[src/cpuPkg.sv]
// CPU package with opcode map, datapath widths, stack and vector addresses
package cpuPkg;

  // Field widths
  localparam int OPC_W  = 4;                     // Opcode field
  localparam int ADDR_W = 16;                    // Program and stack address

  // Opcode map of the decoder
  localparam logic [OPC_W-1:0] OPC_NOP   = 4'b0000;
  localparam logic [OPC_W-1:0] OPC_SETC  = 4'b0001; // CLRC and SETC
  localparam logic [OPC_W-1:0] OPC_ALU   = 4'b0010; // NOT INC DEC MOV ADD SUB AND OR
  localparam logic [OPC_W-1:0] OPC_OUT   = 4'b0011;
  localparam logic [OPC_W-1:0] OPC_IN    = 4'b0100;
  localparam logic [OPC_W-1:0] OPC_SHIFT = 4'b0101; // SHL SHR and LDM
  localparam logic [OPC_W-1:0] OPC_PUSH  = 4'b0110;
  localparam logic [OPC_W-1:0] OPC_POP   = 4'b0111;
  localparam logic [OPC_W-1:0] OPC_JMP   = 4'b1000; // JMP JN JC JZ
  localparam logic [OPC_W-1:0] OPC_CALL  = 4'b1001;
  localparam logic [OPC_W-1:0] OPC_RET   = 4'b1010;
  localparam logic [OPC_W-1:0] OPC_LDD   = 4'b1011;
  localparam logic [OPC_W-1:0] OPC_STD   = 4'b1100;
  localparam logic [OPC_W-1:0] OPC_RETI  = 4'b1110; // 1101 and 1111 unused

  // Memory map constants
  localparam logic [ADDR_W-1:0] STACK_TOP  = 16'h0FFF; // First free stack slot
  localparam logic [ADDR_W-1:0] INT_VECTOR = 16'h0010; // Interrupt handler entry

  // Call sequencer states
  // BUBBLE covers the one dead cycle after CALL or an interrupt
  typedef enum logic [0:0] {
    IDLE   = 1'b0,                               // Normal decode
    BUBBLE = 1'b1                                // Forced NOP, stall
  } seqState;

endpackage

[src/ctrlIf.sv]
// Control bundle carrying the decoded control bits from decoder to datapath users
interface ctrlIf;

  logic aluOp;                                   // ALU operation select
  logic aluSrc;                                  // Immediate operand
  logic regWrite;                                // Register file write
  logic memRead;                                 // Data memory read
  logic memWrite;                                // Data memory write
  logic memToReg;                                // Writeback from memory
  logic branch;                                  // Jump or call
  logic outEn;                                   // Output port write
  logic inEn;                                    // Input port read
  logic pushPop;                                 // 1 push, 0 pop
  logic pushPc;                                  // Push return address
  logic popPc;                                   // Load pc from stack
  logic stackOp;                                 // Stack access this cycle

  // Decoder side drives every bit
  modport decoder (
    output aluOp, aluSrc, regWrite, memRead, memWrite, memToReg, branch,
    output outEn, inEn, pushPop, pushPc, popPc, stackOp
  );

  // Consumers only observe
  modport user (
    input aluOp, aluSrc, regWrite, memRead, memWrite, memToReg, branch,
    input outEn, inEn, pushPop, pushPc, popPc, stackOp
  );

endinterface

[src/controlUnit.sv]
// Control decoder turning opcode and interrupt into the control bit set
module controlUnit (
  input  logic [cpuPkg::OPC_W-1:0] opcode,       // Gated opcode from sequencer
  input  logic                     interrupt,    // Taken interrupt, overrides opcode
  ctrlIf.decoder                   ctrl,         // Decoded control bits
  output logic                     callStart     // Starts the call bubble
);

  assign ctrl.aluOp = 1'b0;                      // No ALU op select needed here

  // Call or interrupt both enter the bubble sequence
  assign callStart = interrupt | (opcode == cpuPkg::OPC_CALL);

  always_comb begin
    ctrl.aluSrc   = 1'b0;                        // Defaults, NOP
    ctrl.regWrite = 1'b0;
    ctrl.memRead  = 1'b0;
    ctrl.memWrite = 1'b0;
    ctrl.memToReg = 1'b0;
    ctrl.branch   = 1'b0;
    ctrl.outEn    = 1'b0;
    ctrl.inEn     = 1'b0;
    ctrl.pushPop  = 1'b0;
    ctrl.pushPc   = 1'b0;
    ctrl.popPc    = 1'b0;
    ctrl.stackOp  = 1'b0;
    if (interrupt) begin                         // Hardware call to the vector
      ctrl.memWrite = 1'b1;
      ctrl.branch   = 1'b1;
      ctrl.pushPop  = 1'b1;
      ctrl.pushPc   = 1'b1;
      ctrl.stackOp  = 1'b1;
    end else begin
      case (opcode)
        cpuPkg::OPC_NOP, cpuPkg::OPC_SETC: begin
          // Flag ops live outside, nothing to steer
        end
        cpuPkg::OPC_ALU: begin
          ctrl.regWrite = 1'b1;                  // Register result
        end
        cpuPkg::OPC_SHIFT: begin
          ctrl.aluSrc   = 1'b1;                  // Shift amount or LDM immediate
          ctrl.regWrite = 1'b1;
        end
        cpuPkg::OPC_OUT: begin
          ctrl.outEn    = 1'b1;
        end
        cpuPkg::OPC_IN: begin
          ctrl.inEn     = 1'b1;
          ctrl.regWrite = 1'b1;                  // Port value to register
        end
        cpuPkg::OPC_PUSH: begin
          ctrl.memWrite = 1'b1;
          ctrl.pushPop  = 1'b1;
          ctrl.stackOp  = 1'b1;
        end
        cpuPkg::OPC_POP: begin
          ctrl.memRead  = 1'b1;
          ctrl.memToReg = 1'b1;
          ctrl.regWrite = 1'b1;
          ctrl.stackOp  = 1'b1;                  // pushPop low, pop
        end
        cpuPkg::OPC_LDD: begin
          ctrl.memRead  = 1'b1;
          ctrl.memToReg = 1'b1;
          ctrl.regWrite = 1'b1;
        end
        cpuPkg::OPC_STD: begin
          ctrl.memWrite = 1'b1;
        end
        cpuPkg::OPC_JMP: begin
          ctrl.branch   = 1'b1;                  // Taken bit comes from outside
        end
        cpuPkg::OPC_CALL: begin
          ctrl.memWrite = 1'b1;                  // Return address to stack
          ctrl.branch   = 1'b1;
          ctrl.pushPop  = 1'b1;
          ctrl.pushPc   = 1'b1;
          ctrl.stackOp  = 1'b1;
        end
        cpuPkg::OPC_RET, cpuPkg::OPC_RETI: begin
          ctrl.memRead  = 1'b1;                  // Return address from stack
          ctrl.popPc    = 1'b1;
          ctrl.stackOp  = 1'b1;
        end
        default: begin
          // Unused codes decode as NOP
        end
      endcase
    end
  end

endmodule

[src/callSequencer.sv]
// Call sequencer holding pending interrupts and inserting the post-call bubble
module callSequencer (
  input  logic                     clk,
  input  logic                     rstN,         // Sync, active low
  input  logic                     irq,          // Pulse or level request
  input  logic [cpuPkg::OPC_W-1:0] opcode,       // Raw fetched opcode
  input  logic                     callStart,    // CALL or interrupt decoded
  output logic [cpuPkg::OPC_W-1:0] opcodeEff,    // Opcode seen by decoder
  output logic                     interrupt,    // Interrupt taken this cycle
  output logic                     stall         // Bubble cycle
);

  cpuPkg::seqState state;
  logic            irqPending;                   // Request waiting for IDLE

  // Taken only from IDLE, never inside the bubble
  assign interrupt = (state == cpuPkg::IDLE) & irqPending;

  assign stall     = (state == cpuPkg::BUBBLE);
  assign opcodeEff = stall ? cpuPkg::OPC_NOP : opcode; // Squash during bubble

  always_ff @(posedge clk) begin
    if (!rstN) begin
      irqPending <= 1'b0;
    end else begin
      // New request wins over the clear of one being taken
      irqPending <= irq | (irqPending & ~interrupt);
    end
  end

  always_ff @(posedge clk) begin
    if (!rstN) begin
      state <= cpuPkg::IDLE;
    end else begin
      case (state)
        cpuPkg::IDLE: begin
          if (callStart) begin
            state <= cpuPkg::BUBBLE;             // One dead cycle follows
          end
        end
        cpuPkg::BUBBLE: begin
          state <= cpuPkg::IDLE;                 // Always a single cycle
        end
        default: begin
          state <= cpuPkg::IDLE;
        end
      endcase
    end
  end

endmodule

[src/pcUnit.sv]
// Program counter with sequential, jump, call, interrupt vector and return loads
module pcUnit (
  input  logic                      clk,
  input  logic                      rstN,        // Sync, active low
  ctrlIf.user                       ctrl,        // Decoded control bits
  input  logic                      interrupt,   // Interrupt taken
  input  logic                      stall,       // Bubble, hold pc
  input  logic                      jumpTaken,   // Condition met for JMP
  input  logic [cpuPkg::ADDR_W-1:0] jumpTarget,  // Jump and call destination
  input  logic [cpuPkg::ADDR_W-1:0] popData,     // Return address from stack
  output logic [cpuPkg::ADDR_W-1:0] pc,
  output logic [cpuPkg::ADDR_W-1:0] retAddr      // Pushed by CALL and interrupt
);

  logic [cpuPkg::ADDR_W-1:0] pcNext;

  assign retAddr = pc + 1'b1;

  // RET over interrupt over jump over fall-through
  always_comb begin
    if (ctrl.popPc) begin
      pcNext = popData;                          // RET and RETI
    end else if (interrupt) begin
      pcNext = cpuPkg::INT_VECTOR;
    end else if (ctrl.branch && (jumpTaken || ctrl.pushPc)) begin
      pcNext = jumpTarget;                       // Taken jump or CALL
    end else begin
      pcNext = retAddr;                          // Next sequential
    end
  end

  always_ff @(posedge clk) begin
    if (!rstN) begin
      pc <= '0;
    end else if (!stall) begin
      pc <= pcNext;
    end
  end

endmodule

[src/stackUnit.sv]
// Stack pointer with push and pop address generation for a downward stack
module stackUnit (
  input  logic                      clk,
  input  logic                      rstN,        // Sync, active low
  ctrlIf.user                       ctrl,        // Decoded control bits
  input  logic                      stall,       // Bubble, hold sp
  output logic [cpuPkg::ADDR_W-1:0] sp,
  output logic [cpuPkg::ADDR_W-1:0] stackAddr    // Data memory address for stack
);

  logic doPush;
  logic doPop;
  logic [cpuPkg::ADDR_W-1:0] spInc;

  assign doPush = ctrl.stackOp & ctrl.pushPop;
  assign doPop  = ctrl.stackOp & ~ctrl.pushPop;
  assign spInc  = sp + 1'b1;

  // sp points at the free slot, a pop reads the one above
  assign stackAddr = doPop ? spInc : sp;

  always_ff @(posedge clk) begin
    if (!rstN) begin
      sp <= cpuPkg::STACK_TOP;
    end else if (!stall) begin
      if (doPush) begin
        sp <= sp - 1'b1;                         // Grows down
      end else if (doPop) begin
        sp <= spInc;
      end
    end
  end

endmodule

[src/decodeStage.sv]
// Decode stage top joining sequencer, decoder, program counter and stack pointer
module decodeStage (
  input  logic                      clk,
  input  logic                      rstN,        // Sync, active low
  input  logic [cpuPkg::OPC_W-1:0]  opcode,      // Fetched opcode
  input  logic                      irq,         // Interrupt request
  input  logic                      jumpTaken,   // Jump condition result
  input  logic [cpuPkg::ADDR_W-1:0] jumpTarget,
  input  logic [cpuPkg::ADDR_W-1:0] popData,     // Word read at stackAddr
  output logic                      aluOp,
  output logic                      aluSrc,
  output logic                      regWrite,
  output logic                      memRead,
  output logic                      memWrite,
  output logic                      memToReg,
  output logic                      branch,
  output logic                      outEn,
  output logic                      inEn,
  output logic                      pushPop,
  output logic                      pushPc,
  output logic                      popPc,
  output logic                      stackOp,
  output logic [cpuPkg::ADDR_W-1:0] pc,
  output logic [cpuPkg::ADDR_W-1:0] retAddr,
  output logic [cpuPkg::ADDR_W-1:0] sp,
  output logic [cpuPkg::ADDR_W-1:0] stackAddr,
  output logic                      stall        // Bubble after call
);

  logic [cpuPkg::OPC_W-1:0] opcodeEff;           // NOP during bubble
  logic                     interrupt;
  logic                     callStart;

  ctrlIf ctrlBus ();

  callSequencer i_callSequencer (
    .clk       (clk),
    .rstN      (rstN),
    .irq       (irq),
    .opcode    (opcode),
    .callStart (callStart),
    .opcodeEff (opcodeEff),
    .interrupt (interrupt),
    .stall     (stall)
  );

  controlUnit i_controlUnit (
    .opcode    (opcodeEff),
    .interrupt (interrupt),
    .ctrl      (ctrlBus.decoder),
    .callStart (callStart)
  );

  pcUnit i_pcUnit (
    .clk        (clk),
    .rstN       (rstN),
    .ctrl       (ctrlBus.user),
    .interrupt  (interrupt),
    .stall      (stall),
    .jumpTaken  (jumpTaken),
    .jumpTarget (jumpTarget),
    .popData    (popData),
    .pc         (pc),
    .retAddr    (retAddr)
  );

  stackUnit i_stackUnit (
    .clk       (clk),
    .rstN      (rstN),
    .ctrl      (ctrlBus.user),
    .stall     (stall),
    .sp        (sp),
    .stackAddr (stackAddr)
  );

  // Control bits out as plain ports
  assign aluOp    = ctrlBus.aluOp;
  assign aluSrc   = ctrlBus.aluSrc;
  assign regWrite = ctrlBus.regWrite;
  assign memRead  = ctrlBus.memRead;
  assign memWrite = ctrlBus.memWrite;
  assign memToReg = ctrlBus.memToReg;
  assign branch   = ctrlBus.branch;
  assign outEn    = ctrlBus.outEn;
  assign inEn     = ctrlBus.inEn;
  assign pushPop  = ctrlBus.pushPop;
  assign pushPc   = ctrlBus.pushPc;
  assign popPc    = ctrlBus.popPc;
  assign stackOp  = ctrlBus.stackOp;

endmodule

[config.mk]
export PLATFORM = sky130hd
export DESIGN_NAME = decodeStage
export DESIGN_NICKNAME = d
export VERILOG_FILES = /design/src/cpuPkg.sv /design/src/ctrlIf.sv /design/src/controlUnit.sv /design/src/callSequencer.sv /design/src/pcUnit.sv /design/src/stackUnit.sv /design/src/decodeStage.sv
export SDC_FILE = /design/constraint.sdc
export NUM_CORES = 1
export LEC_CHECK = 0
export BUFFER_PORTS_ARGS = -buffer_cell sky130_fd_sc_hd__buf_4
export CAP_MARGIN = 10
export CORE_UTILIZATION = 45
export CTS_CLUSTER_SIZE = 8
export DETAILED_ROUTE_END_ITERATION = 16
export PLACE_DENSITY = 0.8
export SYNTH_ARGS = -nofsm -noshare
export SYNTH_HDL_FRONTEND = slang
export SYNTH_SLANG_ARGS = --single-unit
export TNS_END_PERCENT = 10
[constraint.sdc]
create_clock -name clk -period 2.4 [get_ports clk]
set_input_delay 0.36 -clock clk [delete_from_list [all_inputs] [get_ports clk]]
set_output_delay 0.36 -clock clk [all_outputs]
set_load 0.1 [all_outputs]
# Yosys cells after proc, flatten, opt, wreduce, memory -nomap -nowiden
# Index checks and enable logic that the tools add are counted.
[classes]
reduce_logical = 10
bitwise = 9
eq_ne = 12
n_mux = 32
add_sub_neg = 3
[op_table]
columns = ["op", "n"]
rows = [
  ["$mux W16", 5],
  ["$add A16 B1 Y16 const B", 2],
  ["$mux W1", 25],
  ["$eq A4 B4 Y1 const B", 6],
  ["$eq A4 B3 Y1 const B", 4],
  ["$sub A16 B1 Y16 const B", 1],
  ["$reduce_or A5 Y1", 2],
  ["$eq A4 B2 Y1 const B", 2],
  ["$reduce_or A2 Y1", 4],
  ["$and A1 B1 Y1", 4],
  ["$mux W4", 1],
  ["$reduce_or A4 Y1", 1],
  ["$not A1 Y1", 3],
  ["$reduce_or A3 Y1", 1],
  ["$or A1 B1 Y1", 2],
  ["$pmux W1 S2", 1],
  ["$logic_and A1 B1 Y1", 1],
  ["$logic_or A1 B1 Y1", 1],
]
[word_totals]
regBits = 34
output_inout_bits = 78
wordCells = 70
in_bits = 40

# Logic depth before layout (Yosys ltp)
[logic_depth]
depth_word = 9
ltp_mapped = 8
mapped_depth_nobuf = 7

# Hierarchy
# From an unflattened synthesis, not the netlist that was laid out.
[unflattened]
hier_cells = 398
hier_area_um2 = 3101.7
[modules_own_cells]
columns = ["module", "seq_area_each_um2", "area_per_inst_um2", "n_inst", "cells_per_inst"]
rows = [
  ["stackUnit", 320.3, 1415.1, 1, 178],
  ["pcUnit", 320.3, 1346.3, 1, 175],
  ["controlUnit", 0.0, 237.7, 1, 34],
  ["callSequencer", 40.0, 102.6, 1, 11],
]

# Least setup slack after synthesis
# OpenSTA, ideal clock, no wires.
[synth_timing]
path_kind = "flip-flop to output port"
from = "register i_callSequencer.state (netlist: i_callSequencer.stall)"
to = "output inEn"
slack_ps = -2102
n_path_buf = 2
stages_incl_launch_ff = 5
t_required_ps = 2040
arrival_time_ps = 4142
path_cell_list = "dfxtp_1 buf_2 or2_0 buf_2 nor4_1"
[synth_via]
elab_chain_cells = 4
elab_cells_between_ends = 6
cone_classes = "eq/ne (1); mux (3); bitwise (2)"
[synth_rtl]
columns = ["element", "line", "rtl"]
rows = [
  ["start: declaration", "callSequencer.sv:13", "cpuPkg::seqState state;"],
  ["start signal: assignment", "callSequencer.sv:33", "state <= cpuPkg::IDLE;"],
  ["start signal: assignment", "callSequencer.sv:38", "state <= cpuPkg::BUBBLE;"],
  ["start signal: assignment", "callSequencer.sv:42", "state <= cpuPkg::IDLE;"],
  ["$mux W4", "callSequencer.sv:20", "assign opcodeEff = stall ? cpuPkg::OPC_NOP : opcode;"],
  ["$eq A4 B3 Y1", "controlUnit.sv:34", "case (opcode)"],
  ["$mux W1", "controlUnit.sv:34", ""],
  ["$mux W1 *", "controlUnit.sv:27", "if (interrupt) begin"],
  ["end: declaration", "decodeStage.sv:18", "output logic inEn,"],
]
# Mark *: on every way between the ends. The rest lies on a longest branch, timed or not.

# Final worst setup path
[layout_timing]
from = "register i_stackUnit.sp[0] (netlist name)"
to = "output stackAddr[10] (netlist name)"
[layout_via]
elab_chain_cells = 2
[layout_rtl]
columns = ["element", "line", "rtl"]
rows = [
  ["start: declaration", "stackUnit.sv:7", "output logic [cpuPkg::ADDR_W-1:0] sp,"],
  ["start signal: assignment", "stackUnit.sv:24", "sp <= cpuPkg::STACK_TOP;"],
  ["start signal: assignment", "stackUnit.sv:27", "sp <= sp - 1'b1;"],
  ["start signal: assignment", "stackUnit.sv:29", "sp <= spInc;"],
  ["$add A16 B1 Y16", "stackUnit.sv:17", "assign spInc = sp + 1'b1;"],
  ["$mux W16", "-", ""],
  ["end: declaration", "decodeStage.sv:26", "output logic [cpuPkg::ADDR_W-1:0] stackAddr,"],
]
# Every way passes these cells.

==> reports/qor.yml <==
run_status:
  status: "finished clean"
layout:
  mostFrequentLayoutCells: "buf_4 (137), nand2_1 (31), a21oi_1 (31), o21ai_0 (26), nor2_1 (21)"
  final.fill_count: 483
  num_antenna_cells: 0
  area_growth_pct: 63.0
  nets: 554
  stdcell_count: 589
  fin_area_um2: 4810
  drive_above_1_share_pct: 49.8
  postLayoutCoreUtil_pct: 75.7
  layout_commonest_cell: "buf_4"
worst_setup_path:
  critPathBufInv: 2
  critPathArrivalTime_ns: 2.03
  slowest_delay_ns: 0.43
  critical_path.top_delay_family: "flip-flops"
  cp-start-kind: "flip-flop"
  critPathKind: "flip-flop to output port"
  critical_path_peak_fanout: 11
  slowest_stage: "dfxtp_4"
  crit_chain: "ha_2 -> inv_1 -> a2111oi_4 -> nand4_1 -> xnor2_4 -> buf_12"
  timing.critical_path.required_ns: 2.04
  crit_path_end_kind: "output port"
global_routing:
  grt_pass1_vias: 3272
  track_usage_pct: 28.0
  grt-ovfl-total: 0
  grt_pass1_wl_um: 15900
  grt_max_degree: 31
  antenna_found_initial: 0
clock_tree:
  clock_latency_ns: 0.29
  clockBufferDepth: 2
  cts-hold-fix-buffers: 0
  clkSinkCount: 34
  cts_root_buf: "clkbuf_8"
  cts_buffers: 5
  htree_levels: 2
  cts_tree: "yes"
  cts.clk_slew.worst_paths_ns: 0.07
sta:
  rsz0062_at_grt: "true"
  skew_ns: 0.00826
  min_period_over_period_pct: 99.5
  relSlewSlack_pct: 60.8
  worst_slew_pin_slew_ns: 0.582
  max_freq_mhz: 419
  setup_viol: 0
  period_minus_slack_ns: 2.39
  slew_violations: 0
  tns_ns: 0
  hold_viol_final: 0
logic_synthesis:
  synth-async-reset-ratio_pct: 0
  ys.flop_type: "dfxtp_1"
  yosys_warnings: 0
  synth_nets: 428
  avgSynthCellArea_um2: 7.66
  synth_area_um2: 2950
  ys_ff_latch: 34
  synth_seq_area_share_pct: 23.1
  synth_cell_type_count: 68
  synth_edf_count: 0
  synthCells: 385
placement:
  place_inst: 576
  io_buffers: 116
  dp_hpwl_um: 7330
  gp_congestion: 0.896
  postPlaceCellArea_um2: 4530
die:
  num_rows: 29
  fp.dieArea_um2: 6880
  ios: 118
  core_area_um2: 6350
  die_x_um: 83.0
  initial_utilization_pct: 46.4
  die_height_um: 83.0
power:
  p_clk_share_pct: 17.2
  power.net_switching_mw: 1.54
  p_int_mw: 1.37
  p_per_area_nw_per_um2: 606
  p_leak_nw: 1.96
  combPwrFrac_pct: 58.0
  p_seq_share_pct: 24.8
  switching_share_pct: 52.8
  ir_drop_uv: 495
detailed_routing:
  vias: 3422
  wl_per_cell_um: 16.6
  vias_per_cell: 5.81
  ant_nets: 0
  dr.pass1.iters: 4
  drc: 0
  drt_iter0_drc: 202
  drt-total-wl_um: 9780
flow_run:
  cap_viol_max_count: 0
min_path:
  hp-class: "input port to flip-flop"
[cell type report]
| cell class | count | area (um2) | area share, % |
|---|---|---|---|
| multi-input combinational | 308 | 2580 | 53.7 |
| timing repair buffer | 151 | 1240 | 25.9 |
| sequential | 34 | 741 | 15.4 |
| clock buffer | 8 | 101 | 2.11 |
| tap | 77 | 96.3 | 2.00 |
| inverter | 11 | 41.3 | 0.859 |
[cell families (layout without fill, tap and decap cells)]
logic type      after synthesis  after routing  synth area share [%]
flops                        34             34                  23.1
fa+ha+maj                     3              3                  1.27
other cells                   1              1                 0.127
mux                          10             10                  3.78
compound gates              108            108                  24.4
xor+xnor                     35             35                  10.4
simple gates                151            151                  30.3
buf+inv                      43            170                  6.75
[state kept, by name, summed over array words and instances, names as in the netlist]
name,flops
i_callSequencer.irqPending,1
i_callSequencer.stall,1
i_pcUnit.pc,16
i_stackUnit.sp,16
[power by group through the flow]
stage	Clock (mW)	Sequential (mW)	Combinational, mW
after floorplan	0	1.02	0.994
after global placement	0	0.736	1.61
after detailed placement	0	0.738	1.62
after CTS	0.505	0.726	1.65
after global routing	0.526	0.733	1.75
final	0.501	0.722	1.69
[what timing repair did]
action | in CTS | in global routing
setup endpoints to repair | 11 | 18
setup buffers | 1 | 4
resized for setup | 17 | 20
pin swaps | 4 | 3
[synth_stat cells, types with 7 or more instances]
| cell type | n | area share [%] |
|---|---|---|
| xnor2_1 | 23 | 6.8 |
| nor3_1 | 13 | 2.2 |
| dfxtp_1 | 34 | 23 |
| o211ai_1 | 7 | 1.8 |
| a21oi_1 | 32 | 5.4 |
| nand2_1 | 34 | 4.3 |
| inv_1 | 10 | 1.3 |
| xor2_1 | 12 | 3.6 |
| clkbuf_1 | 14 | 1.8 |
| buf_2 | 12 | 2.0 |
| nand4_1 | 9 | 1.9 |
| o21ai_0 | 27 | 4.6 |
| nand3_1 | 16 | 2.7 |
| nor2_1 | 22 | 2.8 |
| a31oi_1 | 9 | 1.9 |
[per-stage QoR]
step | power (mW) | hold WS (ns) | worst slack, ns
finish | 2.91 | 0.302 | 0.0121
CTS | 2.89 | 0.301 | -0.0202
floorplan | 2.01 | 0.477 | -0.349
detailed placement | 2.36 | 0.542 | -0.00727
global route | 3.01 | 0.310 | -0.0951
global placement | 2.35 | 0.517 | 0.0486
[worst register-to-register path: stages, from the launching register on]
cell and delay (ns):
dfxtp_1 0.34, buf_4 0.18, or3_1 0.37, o211ai_1 0.29
mux2_2 0.40, a221oi_1 0.29, nor2_1 0.08
[routing by layer]
layer  vias up  track usage (%)  wire length (um)
li1       1651                -                 -
met1      1591             34.2              3910
met2       155             48.6              4930
met3        25             6.26               670
met4         0             9.56               265
met5         -                0                 0
[path summary, 6_finish.rpt]
| path | startpoint | depth (start not counted) | end | slack, ns |
|---|---|---|---|---|
| worst max register to register | i_callSequencer.irqPending$_SDFF_PN0_ | 6 | i_pcUnit.pc[2]$_SDFFE_PN0N_ | 0.36 |
| worst min-delay path | irq | 3 | i_callSequencer.irqPending$_SDFF_PN0_ | 0.30 |
| worst min register to register | i_stackUnit.sp[1]$_SDFFE_PN1N_ | 2 | i_stackUnit.sp[1]$_SDFFE_PN1N_ | 0.56 |
| worst max-delay path | i_stackUnit.sp[0]$_SDFFE_PN1N_ | 6 | stackAddr[10] | 0.01 |
(Power assumes the default switching activity.)
